[src/hdl/cpu_pkg.sv]
package cpu_pkg;

	typedef logic [31:0] word_t;
	typedef logic [4:0] reg_idx_t;

	localparam word_t RESET_PC = 32'h0000_0000;
	localparam word_t INSTR_EBREAK = 32'h0010_0073;

	// RV32I major opcodes
	localparam logic [6:0] OP_IMM = 7'b0010011;
	localparam logic [6:0] OP_OP = 7'b0110011;
	localparam logic [6:0] OP_LUI = 7'b0110111;
	localparam logic [6:0] OP_LOAD = 7'b0000011;
	localparam logic [6:0] OP_STORE = 7'b0100011;
	localparam logic [6:0] OP_BRANCH = 7'b1100011;
	localparam logic [6:0] OP_JAL = 7'b1101111;
	localparam logic [6:0] OP_SYSTEM = 7'b1110011;

	typedef enum logic [2:0] {
		alu_add,
		alu_sub,
		alu_and,
		alu_or,
		alu_xor,
		alu_slt,
		alu_pass_b
	} alu_op_e;

	typedef struct packed {
		word_t pc;
		word_t instr;
	} fd_t;

	typedef struct packed {
		word_t pc;
		word_t rs1_data;
		word_t rs2_data;
		word_t imm;
		alu_op_e alu_op;
		logic src_a_pc;
		logic src_b_imm;
		reg_idx_t rd;
		logic reg_write;
		logic mem_read;
		logic mem_write;
		logic branch_eq;
		logic branch_ne;
		logic jump;
		logic halt;
	} de_t;

	typedef struct packed {
		word_t pc;
		word_t alu_result;
		word_t store_data;
		reg_idx_t rd;
		logic reg_write;
		logic mem_read;
		logic mem_write;
		logic link;
		logic halt;
	} em_t;

	typedef struct packed {
		word_t result;
		reg_idx_t rd;
		logic reg_write;
		logic halt;
	} mw_t;

	typedef struct packed {
		logic we;
		reg_idx_t rd;
		word_t wdata;
	} wd_t;

	typedef struct packed {
		word_t addr;
		word_t wdata;
		logic we;
	} dmem_req_t;

endpackage
[src/hdl/cpu.sv]
`timescale 1ns/1ps

module cpu (
	input  logic               clk,
	input  logic               rst,
	output cpu_pkg::word_t     imem_addr,
	input  cpu_pkg::word_t     imem_rdata,
	output logic               dmem_valid,
	output cpu_pkg::dmem_req_t dmem_req,
	input  logic               dmem_ready,
	input  cpu_pkg::word_t     dmem_rdata,
	output logic               halted
);
	import cpu_pkg::*;

	// Unit to unit payloads and handshakes
	fd_t fd;
	logic fd_valid;
	logic fd_ready;
	de_t de;
	logic de_valid;
	logic de_ready;
	em_t em;
	logic em_valid;
	logic em_ready;
	mw_t mw;
	logic mw_valid;
	logic mw_ready;

	// Feedback paths
	word_t npc;
	wd_t wd;
	logic retire;
	logic retire_halt;

	ifu i_ifu (
		.clk(clk),
		.rst(rst),
		.npc(npc),
		.retire(retire),
		.fd(fd),
		.fd_valid(fd_valid),
		.fd_ready(fd_ready),
		.imem_addr(imem_addr),
		.imem_rdata(imem_rdata),
		.halted(halted)
	);

	idu i_idu (
		.clk(clk),
		.rst(rst),
		.fd(fd),
		.fd_valid(fd_valid),
		.fd_ready(fd_ready),
		.wd(wd),
		.de(de),
		.de_valid(de_valid),
		.de_ready(de_ready)
	);

	exeu i_exeu (
		.clk(clk),
		.rst(rst),
		.de(de),
		.de_valid(de_valid),
		.de_ready(de_ready),
		.em(em),
		.em_valid(em_valid),
		.em_ready(em_ready),
		.npc(npc)
	);

	memu i_memu (
		.clk(clk),
		.rst(rst),
		.em(em),
		.em_valid(em_valid),
		.em_ready(em_ready),
		.mw(mw),
		.mw_valid(mw_valid),
		.mw_ready(mw_ready),
		.dmem_valid(dmem_valid),
		.dmem_req(dmem_req),
		.dmem_ready(dmem_ready),
		.dmem_rdata(dmem_rdata)
	);

	wbu i_wbu (
		.clk(clk),
		.rst(rst),
		.mw(mw),
		.mw_valid(mw_valid),
		.mw_ready(mw_ready),
		.wd(wd),
		.retire(retire),
		.retire_halt(retire_halt)
	);

endmodule

[src/hdl/wbu.sv]
`timescale 1ns/1ps

module wbu (
	input  logic         clk,
	input  logic         rst,
	input  cpu_pkg::mw_t mw,
	input  logic         mw_valid,
	output logic         mw_ready,
	output cpu_pkg::wd_t wd,
	output logic         retire,
	output logic         retire_halt
);
	import cpu_pkg::*;

	logic we_q;
	reg_idx_t rd_q;
	word_t wdata_q;

	// Result leaves after one cycle, so this stage never stalls
	assign mw_ready = 1'b1;
	assign wd = '{we: we_q, rd: rd_q, wdata: wdata_q};

	always_ff @(posedge clk) begin
		if (rst) begin
			we_q <= 1'b0;
			retire <= 1'b0;
			retire_halt <= 1'b0;
		end else begin
			we_q <= mw_valid && mw.reg_write;
			retire <= mw_valid;
			retire_halt <= mw_valid && mw.halt;
		end
	end

	always_ff @(posedge clk) begin
		if (mw_valid) begin
			rd_q <= mw.rd;
			wdata_q <= mw.result;
		end
	end

endmodule

[src/hdl/memu.sv]
`timescale 1ns/1ps

module memu (
	input  logic               clk,
	input  logic               rst,
	input  cpu_pkg::em_t       em,
	input  logic               em_valid,
	output logic               em_ready,
	output cpu_pkg::mw_t       mw,
	output logic               mw_valid,
	input  logic               mw_ready,
	output logic               dmem_valid,
	output cpu_pkg::dmem_req_t dmem_req,
	input  logic               dmem_ready,
	input  cpu_pkg::word_t     dmem_rdata
);
	import cpu_pkg::*;

	em_t em_q;
	logic accept;
	logic mem_op;
	logic mem_done;

	// No new work while a data access is outstanding
	assign em_ready = !dmem_valid && (!mw_valid || mw_ready);
	assign accept = em_valid && em_ready;
	assign mem_op = em.mem_read || em.mem_write;
	assign mem_done = dmem_valid && dmem_ready;

	// Held copy keeps the request stable until dmem_ready
	assign dmem_req = '{addr: em_q.alu_result, wdata: em_q.store_data, we: em_q.mem_write};

	always_ff @(posedge clk) begin
		if (rst) begin
			dmem_valid <= 1'b0;
			mw_valid <= 1'b0;
		end else begin
			if (accept && mem_op) begin
				dmem_valid <= 1'b1;
			end else if (mem_done) begin
				dmem_valid <= 1'b0;
			end
			if ((accept && !mem_op) || mem_done) begin
				mw_valid <= 1'b1;
			end else if (mw_ready) begin
				mw_valid <= 1'b0;
			end
		end
	end

	always_ff @(posedge clk) begin
		if (accept) begin
			em_q <= em;
		end
		if (accept && !mem_op) begin
			mw <= '{result: em.alu_result, rd: em.rd, reg_write: em.reg_write, halt: em.halt};
		end else if (mem_done) begin
			mw.result <= em_q.mem_read ? dmem_rdata : em_q.alu_result;
			mw.rd <= em_q.rd;
			mw.reg_write <= em_q.reg_write;
			mw.halt <= em_q.halt;
		end
	end

endmodule

[src/hdl/exeu.sv]
`timescale 1ns/1ps

module exeu (
	input  logic           clk,
	input  logic           rst,
	input  cpu_pkg::de_t   de,
	input  logic           de_valid,
	output logic           de_ready,
	output cpu_pkg::em_t   em,
	output logic           em_valid,
	input  logic           em_ready,
	output cpu_pkg::word_t npc
);
	import cpu_pkg::*;

	word_t src_a;
	word_t src_b;
	word_t alu_out;
	word_t pc_plus4;
	logic lt;
	logic eq;
	logic taken;
	logic accept;

	assign src_a = de.src_a_pc ? de.pc : de.rs1_data;
	assign src_b = de.src_b_imm ? de.imm : de.rs2_data;
	assign lt = $signed(src_a) < $signed(src_b);
	assign eq = (de.rs1_data == de.rs2_data);
	assign pc_plus4 = de.pc + 32'd4;
	assign taken = de.jump | (de.branch_eq & eq) | (de.branch_ne & ~eq);

	assign de_ready = !em_valid || em_ready;
	assign accept = de_valid && de_ready;

	always_comb begin
		case (de.alu_op)
			alu_add: alu_out = src_a + src_b;
			alu_sub: alu_out = src_a - src_b;
			alu_and: alu_out = src_a & src_b;
			alu_or: alu_out = src_a | src_b;
			alu_xor: alu_out = src_a ^ src_b;
			alu_slt: alu_out = {31'b0, lt};
			default: alu_out = src_b;
		endcase
	end

	always_ff @(posedge clk) begin
		if (rst) begin
			em_valid <= 1'b0;
		end else if (accept) begin
			em_valid <= 1'b1;
		end else if (em_ready) begin
			em_valid <= 1'b0;
		end
	end

	always_ff @(posedge clk) begin
		if (accept) begin
			// Branch and jump targets come out of the ALU as pc + imm
			npc <= taken ? alu_out : pc_plus4;
			em.pc <= de.pc;
			em.alu_result <= de.jump ? pc_plus4 : alu_out;
			em.store_data <= de.rs2_data;
			em.rd <= de.rd;
			em.reg_write <= de.reg_write;
			em.mem_read <= de.mem_read;
			em.mem_write <= de.mem_write;
			em.link <= de.jump;
			em.halt <= de.halt;
		end
	end

endmodule

[src/hdl/idu.sv]
`timescale 1ns/1ps

module idu (
	input  logic         clk,
	input  logic         rst,
	input  cpu_pkg::fd_t fd,
	input  logic         fd_valid,
	output logic         fd_ready,
	input  cpu_pkg::wd_t wd,
	output cpu_pkg::de_t de,
	output logic         de_valid,
	input  logic         de_ready
);
	import cpu_pkg::*;

	word_t regs [32];
	word_t instr;
	logic [6:0] opcode;
	logic [2:0] funct3;
	logic [6:0] funct7;
	reg_idx_t rs1;
	reg_idx_t rs2;
	reg_idx_t rd;
	word_t imm_i;
	word_t imm_s;
	word_t imm_b;
	word_t imm_u;
	word_t imm_j;
	de_t dec;

	assign instr = fd.instr;
	assign opcode = instr[6:0];
	assign rd = instr[11:7];
	assign funct3 = instr[14:12];
	assign rs1 = instr[19:15];
	assign rs2 = instr[24:20];
	assign funct7 = instr[31:25];

	// Sign-extended immediates
	assign imm_i = {{20{instr[31]}}, instr[31:20]};
	assign imm_s = {{20{instr[31]}}, instr[31:25], instr[11:7]};
	assign imm_b = {{19{instr[31]}}, instr[31], instr[7], instr[30:25], instr[11:8], 1'b0};
	assign imm_u = {instr[31:12], 12'b0};
	assign imm_j = {{11{instr[31]}}, instr[31], instr[19:12], instr[20], instr[30:21], 1'b0};

	assign fd_ready = !de_valid || de_ready;

	always_comb begin
		dec = '0;
		dec.pc = fd.pc;
		dec.rs1_data = regs[rs1];
		dec.rs2_data = regs[rs2];
		dec.rd = rd;
		case (opcode)
			OP_IMM: begin
				dec.imm = imm_i;
				dec.src_b_imm = 1'b1;
				dec.reg_write = (funct3 == 3'b000);
			end
			OP_OP: begin
				dec.reg_write = 1'b1;
				case ({funct7, funct3})
					{7'h00, 3'b000}: dec.alu_op = alu_add;
					{7'h20, 3'b000}: dec.alu_op = alu_sub;
					{7'h00, 3'b111}: dec.alu_op = alu_and;
					{7'h00, 3'b110}: dec.alu_op = alu_or;
					{7'h00, 3'b100}: dec.alu_op = alu_xor;
					{7'h00, 3'b010}: dec.alu_op = alu_slt;
					default: dec.reg_write = 1'b0;
				endcase
			end
			OP_LUI: begin
				dec.imm = imm_u;
				dec.src_b_imm = 1'b1;
				dec.alu_op = alu_pass_b;
				dec.reg_write = 1'b1;
			end
			OP_LOAD: begin
				dec.imm = imm_i;
				dec.src_b_imm = 1'b1;
				dec.mem_read = (funct3 == 3'b010);
				dec.reg_write = (funct3 == 3'b010);
			end
			OP_STORE: begin
				dec.imm = imm_s;
				dec.src_b_imm = 1'b1;
				dec.mem_write = (funct3 == 3'b010);
			end
			OP_BRANCH: begin
				// ALU forms the target, compare is done on rs1/rs2 in execute
				dec.imm = imm_b;
				dec.src_a_pc = 1'b1;
				dec.src_b_imm = 1'b1;
				dec.branch_eq = (funct3 == 3'b000);
				dec.branch_ne = (funct3 == 3'b001);
			end
			OP_JAL: begin
				dec.imm = imm_j;
				dec.src_a_pc = 1'b1;
				dec.src_b_imm = 1'b1;
				dec.jump = 1'b1;
				dec.reg_write = 1'b1;
			end
			OP_SYSTEM: begin
				dec.halt = (instr == INSTR_EBREAK);
			end
			default: begin
				dec.reg_write = 1'b0;
			end
		endcase
	end

	always_ff @(posedge clk) begin
		if (rst) begin
			de_valid <= 1'b0;
		end else if (fd_valid && fd_ready) begin
			de_valid <= 1'b1;
		end else if (de_ready) begin
			de_valid <= 1'b0;
		end
	end

	always_ff @(posedge clk) begin
		if (fd_valid && fd_ready) begin
			de <= dec;
		end
	end

	// x0 is cleared by reset and never written
	always_ff @(posedge clk) begin
		if (rst) begin
			for (int i = 0; i < 32; i++) begin
				regs[i] <= '0;
			end
		end else if (wd.we && wd.rd != 5'd0) begin
			regs[wd.rd] <= wd.wdata;
		end
	end

endmodule

[src/hdl/ifu.sv]
`timescale 1ns/1ps

module ifu (
	input  logic           clk,
	input  logic           rst,
	input  cpu_pkg::word_t npc,
	input  logic           retire,
	output cpu_pkg::fd_t   fd,
	output logic           fd_valid,
	input  logic           fd_ready,
	output cpu_pkg::word_t imem_addr,
	input  cpu_pkg::word_t imem_rdata,
	output logic           halted
);
	import cpu_pkg::*;

	typedef enum logic [1:0] {
		st_fetch,
		st_wait_retire,
		st_stop
	} state_e;

	state_e state;
	word_t pc;

	assign imem_addr = pc;
	assign fd = '{pc: pc, instr: imem_rdata};
	assign halted = (state == st_stop);

	always_ff @(posedge clk) begin
		if (rst) begin
			state <= st_fetch;
			pc <= RESET_PC;
			fd_valid <= 1'b0;
		end else begin
			case (state)
				st_fetch: begin
					if (!fd_valid) begin
						fd_valid <= 1'b1;
					end else if (fd_ready) begin
						fd_valid <= 1'b0;
						state <= st_wait_retire;
					end
				end
				st_wait_retire: begin
					// pc is unchanged, so imem still shows the retiring word
					if (retire) begin
						if (imem_rdata == INSTR_EBREAK) begin
							state <= st_stop;
						end else begin
							pc <= npc;
							fd_valid <= 1'b1;
							state <= st_fetch;
						end
					end
				end
				default: begin
					state <= st_stop;
				end
			endcase
		end
	end

endmodule

[config.mk]
export PLATFORM = sky130hd
export DESIGN_NAME = cpu
export DESIGN_NICKNAME = d
export VERILOG_FILES = /design/src/hdl/cpu_pkg.sv /design/src/hdl/cpu.sv /design/src/hdl/wbu.sv /design/src/hdl/memu.sv /design/src/hdl/exeu.sv /design/src/hdl/idu.sv /design/src/hdl/ifu.sv
export SDC_FILE = /design/constraint.sdc
export NUM_CORES = 2
export LEC_CHECK = 0
export BUFFER_PORTS_ARGS = -buffer_cell sky130_fd_sc_hd__buf_2
export CAP_MARGIN = 20
export CORE_UTILIZATION = 45
export CTS_CLUSTER_DIAMETER = 200
export DETAILED_ROUTE_END_ITERATION = 10
export GPL_ROUTABILITY_DRIVEN = 0
export GPL_TIMING_DRIVEN = 0
export SYNTH_ARGS = -nofsm -noshare
export SYNTH_HDL_FRONTEND = slang
export SYNTH_SLANG_ARGS = --single-unit
export TNS_END_PERCENT = 50
[constraint.sdc]
create_clock -name clk -period 9 [get_ports clk]
set_clock_uncertainty 0.15 [all_clocks]
set_input_delay 0.45 -clock clk [delete_from_list [all_inputs] [get_ports clk]]
set_output_delay 0.45 -clock clk [all_outputs]
set_load 0.02 [all_outputs]
# Word level (Yosys, flattened, before mapping)

Memory sizes are Yosys's and may differ from the RTL's. A register that Yosys moved wholly into a read port is not among the register bits.
Index checks and enable logic that the tools add are counted.

Add/sub/neg operators: 3
Equality and inequality tests: 29
Multiply operators: 0
Multiplexer cells: 41
Magnitude comparators: 1
Div/mod/pow operators: 0
Bitwise gates (word level): 9
Reductions and logical operators: 34
Shifts and indexed selects: 0

Operators by type and width:

| operator              | count |
|---|---|
| $mux 32               | 6 |
| $pmux 32 s6           | 1 |
| $pmux 32 s5           | 1 |
| $mux 39               | 2 |
| $add 32x3->32 const B | 1 |
| $add 32x32->32        | 1 |
| $and 32x32->32        | 1 |
| $eq 32x21->1 const B  | 1 |
| $eq 32x32->1          | 1 |
| $lt 32x32->1          | 1 |
| $or 32x32->32         | 1 |
| $reduce_or 32->1      | 1 |
| $sub 32x32->32        | 1 |
| $xor 32x32->32        | 1 |
| $eq 10x3->1 const B   | 3 |
| $eq 7x6->1 const B    | 3 |
| $eq 7x7->1 const B    | 3 |
| $mux 1                | 21 |
| $pmux 3 s5            | 1 |
| $reduce_or 6->1       | 2 |
| $eq 10x2->1 const B   | 1 |
| $eq 10x9->1 const B   | 1 |
| $logic_not 10->1      | 1 |
| $eq 3x2->1 const B    | 3 |
| other kinds (26)      | 58 |

Bits in latches: 0
Memories kept: 1
RAM bits: 1024
Bits in registers: 375
Word-level logic and storage cells: 160
ROM bits: 0
Output and inout port bits: 99
Input port bits: 67

Memory list:

| memory     | words | bits a word | read ports | clocked after memory_dff | write ports | line      | text |
|---|---|---|---|---|---|---|---|
| i_idu.regs | 32    | 32          | 2          | 2                        | 32          | idu.sv:16 | `word_t regs [32];` |

# Depth between registers and ports, before layout

Depth in word-level cells: 7
Depth in mapped cells: 17
Depth with buffers taken out: 14

# Cells and area by module

Synthesis repeated with hierarchy kept, for this count alone.

Cell total of the unflattened synthesis: 6733
Area, all modules: 81490.7 µm²

Modules (own cells, without submodules):

| module | seq. area each (µm²) | times used | cells an instance | area an instance (µm²) |
|---|---|---|---|---|
| idu    | 35123.7              | 1          | 4799              | 60933.4 |
| exeu   | 4164.0               | 1          | 1390              | 12334.3 |
| memu   | 3403.3               | 1          | 270               | 5008.6 |
| ifu    | 700.7                | 1          | 228               | 1995.7 |
| wbu    | 1171.1               | 1          | 46                | 1218.7 |

# Worst setup path after synthesis

OpenSTA, ideal clock, no wires.

Kind: register -> register
Start: register i_memu.dmem_valid
End: register, netlist name i_exeu.em[10]
Data required time: 8.125 ns
Period minus slack after synthesis: 8.852 ns
Path buffers: 0
Data arrival time: 7.977 ns
Setup slack: 0.148 ns
Stages on the path, launching flop included: 2
Cell sequence: dfxtp_1 a21boi_0

Longest elaborated chain between the ends: 3

Ends and longest elaborated chain:

| element                | line       | text |
|---|---|---|
| from (decl)            | memu.sv:12 | `output logic dmem_valid,` |
| from (signal assigned) | memu.sv:35 | `dmem_valid <= 1'b0;` |
| from (signal assigned) | memu.sv:39 | `dmem_valid <= 1'b1;` |
| from (signal assigned) | memu.sv:41 | `dmem_valid <= 1'b0;` |
| $logic_not 1->1        | memu.sv:25 | `assign em_ready = !dmem_valid && (!mw_valid \|\| mw_ready);` |
| $logic_or 1x1->1       | exeu.sv:32 | `assign de_ready = !em_valid \|\| em_ready;` |
| $logic_and 1x1->1      | exeu.sv:33 | `assign accept = de_valid && de_ready;` |
| net i_exeu.accept      | exeu.sv:23 | `logic accept;` |

The timed path passes the listed nets, and every way through them passes these cells.
A chain may end at the register's enable or synchronous reset.

# Final worst setup path

Start: register, netlist name i_idu.de[12]
End: register, netlist name i_exeu.em[69]

Longest elaborated chain between the ends: 4
Elaborated cells between the ends (all ways): 8

Ends and longest elaborated chain:

| element                                      | line       | text |
|---|---|---|
| $mux 32 (*)                                  | exeu.sv:26 | `assign src_b = de.src_b_imm ? de.imm : de.rs2_data;` |
| $sub 32x32->32, or another cell as far along | exeu.sv:38 | `alu_sub: alu_out = src_a - src_b;` |
| $pmux 32 s6 (*)                              | exeu.sv:36 | `case (de.alu_op)` |
| $mux 32 (*)                                  | exeu.sv:62 | `em.alu_result <= de.jump ? pc_plus4 : alu_out;` |

Mark *: on every way between the ends. The rest lies on a longest branch, timed or not.

==> out/results.tsv <==
metric	value	unit
VDD IR max	0.182	mV
Post-CTS Setup Bufs	0	
largest net degree at the start of global routing	89	
Design Area, Final	88100	sq um
vias in the first global route	50400	
Max Slew Vio Count	0	
crit-path max FO	10	
Critical Path Max Stage Delay	880	ps
Yosys top cell area share	55.2	%
Crit Path Category	reg2reg	
worst reg2reg startpoint	i_idu.de[12]$_DFFE_PP_	
EDFF count, synth	1419	
worst hold stages	3	
top achievable clock speed	151	MHz
Int Pwr	12.3	mW
setup TNS	0	ps
H-Tree Depth	4	
clock network fraction of total power	37.2	%
Final period util	73.7	%
Clock Path Buffers	3	
HP Class	in2reg	
DRC	0	
Pre-antenna DRT Iters	6	
worst slew pin tran	1350	ps
RSZ-0062 raised after global routing	no	
Async SR Flop Fraction	0	%
first-iteration detailed-routing DRC count	8047	
footprint of the multi-input gates	30900	sq um
Main synth FF type	edfxtp_1	
WL/cell	34.9	um
Worst Path Arrival	6970	ps
Gate power share	15.9	%
Leak Pwr	32.1	nW
Post-DRT Antenna Nets	0	
Post-synth top cells	edfxtp_1, and2_1, mux4_2	
die area	173000	sq um
placed cell area	82400	sq um
Rows	151	
CTS Root Cell	clkbuf_16	
Pwr Density	194	nW/um^2
fillers	14200	
Reg area	43400	sq um
Final HPWL DP	212	mm
Synth Cell Area	77200	sq um
R2R Setup Slk	2360	ps
antenna violations before repair	23	
clock tree sinks	1460	
synth unique cells	96	
status	finished clean	
top-count cell post-synth	edfxtp_1	
final setup fails	0	
sw frac	28.0	%
syn_area_per_cell	14.3	sq um
CTS tree	built	
top cells by area, synth	edfxtp_1, mux4_2, and2_1	
Die Y	416	um
capturing point of the worst reg2reg path	i_exeu.em[69]$_DFFE_PP_	
vias per std cell	6.36	
first-pass GRT wire length	394	mm
vias	52500	
hold buffers post-CTS	38	
WHS Endpoint	i_memu.mw[33]$_DFFE_PP_	
area leader, netlist	edfxtp_1	
Area Growth Syn to Fin	14.1	%
min-delay src	dmem_rdata[26]	
final hold vios	0	
Seq/Total Area, Yosys	56.2	%
CTS resizes	0	
Critical Path RT	9340	ps
CTS clk-pin slew, worst paths	60	ps
Reg2Reg Depth	14	
Slowest-stage cell, CP	o41ai_2	
gr ovfl total	0	
Ys Warns	0	
Core ar.	170000	sq um
all-layer global routing usage	33.0	%
Routed WL	288	mm
power share of the sequential group	46.9	%
endpoint type of the worst setup path	register	
Die W	416	um
Clk Latency, worst-skew pair	830	ps
Port Buf Inserts	157	
io pins	166	
Slew headroom	9.86	%
cts bufs inserted	159	
crit start category	register	
critical-path cell list	clkbuf_1 -> clkbuf_1 -> clkbuf_1 -> mux2i_1 -> ha_1 -> nor2b_1 -> or4_1 -> o31ai_4 -> o22ai_1 -> o211ai_1 -> a21o_1 -> a21oi_1 -> o41ai_2 -> mux2i_1	
Mapped Cells	5410	
layout cell share with drive strength beyond 1	21.5	%
fin nets	6075	
Initial Util	45.5	%
post-layout util	51.9	%
Top cell by count, worst path	clkbuf_1	
post-route minimum period	6640	ps
NetSw	4.80	mW
Max-Cap Viols	0	
#FFs+latches synth	1460	
metrics by stage:
stage               hold slack (ps)  setup WS [ps]  cells  power (mW)
floorplan                       250            148   5441        9.67
global placement                253          -5250   7816        10.7
detailed placement              255           2750   7895        10.8
CTS                            10.2           2700   8219        17.0
global route                   42.6           2320   8246        17.5
finish                         45.9           2360   8257        17.1
layer usage:
metal / vias up / share of wire, % / GRT usage [%]
met5: - / 0.020 / 0
met4: 8 / 7.4 / 21.0
met3: 679 / 12 / 7.53
met2: 3635 / 43 / 48.0
met1: 26800 / 38 / 44.8
li1: 21400 / - / -
sequential cells by signal, summed over array words and instances, names as in the netlist:
signal	flops
i_exeu.npc	32
i_wbu.retire	1
i_memu.mw	38
i_ifu.imem_addr	32
i_ifu.fd_valid	1
i_wbu.rd_q	5
i_idu.de	144
i_exeu.em_valid	1
i_exeu.em	72
i_memu.mw_valid	1
i_wbu.we_q	1
i_memu.dmem_req	65
i_idu.regs	1024
i_wbu.wdata_q	32
i_idu.de_valid	1
i_memu.dmem_valid	1
i_ifu.state	2
i_memu.em_q	7
power groups by stage:
stage	registers, mW	logic, mW	clock network (mW)
after floorplan	8.05	1.63	0
after global placement	8.19	2.50	0
after detailed placement	8.16	2.60	0
after CTS	8.02	2.63	6.39
after global routing	8.05	2.82	6.62
final	8.03	2.72	6.37
area by class of cell:
class / count / share of cell area [%]
antenna: 12 / 0.0341
clock inverter: 77 / 0.753
inverter: 105 / 0.456
timing repair buffer: 300 / 3.38
multi-input combinational: 3309 / 35.0
buffer: 567 / 3.05
tap: 2218 / 3.15
clock buffer: 209 / 4.85
sequential: 1460 / 49.3
kinds of logic after synthesis:
logic type	synth area share, %
mux	20.1
simple gates	11.7
flops	56.2
compound gates	5.37
fa+ha+maj	1.74
other cells	0.00486
buf+inv	3.99
xor+xnor	0.850
cell usage in the layout (no fill, tap or decap), types with 104 or more instances in the layout:
| cell | n |
|---|---|
| clkbuf_1 | 415 |
| o21ai_0 | 143 |
| a21oi_1 | 152 |
| ha_1 | 104 |
| nand2_1 | 205 |
| and2_1 | 998 |
| buf_2 | 184 |
| edfxtp_1 | 1419 |
| clkbuf_16 | 162 |
| nor2_1 | 196 |
| mux2i_1 | 252 |
| mux4_2 | 545 |
how the worst max path moves through the flow:
| stage | start | endpoint | cells past startpoint |
|---|---|---|---|
| final | i_idu.de[12]$_DFFE_PP_ | i_exeu.em[69]$_DFFE_PP_ | 14 |
| after global routing | i_idu.de[12]$_DFFE_PP_ | i_exeu.em[66]$_DFFE_PP_ | 15 |
| after CTS | i_idu.de[12]$_DFFE_PP_ | i_exeu.em[69]$_DFFE_PP_ | 14 |
| after detailed placement | i_idu.de[12]$_DFFE_PP_ | i_exeu.em[69]$_DFFE_PP_ | 14 |
| after global placement | i_memu.dmem_valid$_SDFFE_PP0P_ | i_exeu.em[8]$_DFFE_PP_ | 1 |
| after floorplan | i_memu.dmem_valid$_SDFFE_PP0P_ | i_exeu.em[10]$_DFFE_PP_ | 1 |
critical path, delay by kind of cell, from the launching register on:
| kind | cells | cell delay, ps |
|---|---|---|
| simple gates | 2 | 610 |
| flops | 1 | 320 |
| fa+ha+maj | 1 | 290 |
| buf+inv | 3 | 1560 |
| compound gates | 6 | 2330 |
| mux | 2 | 1030 |
Power figures use the tool's default switching activity.
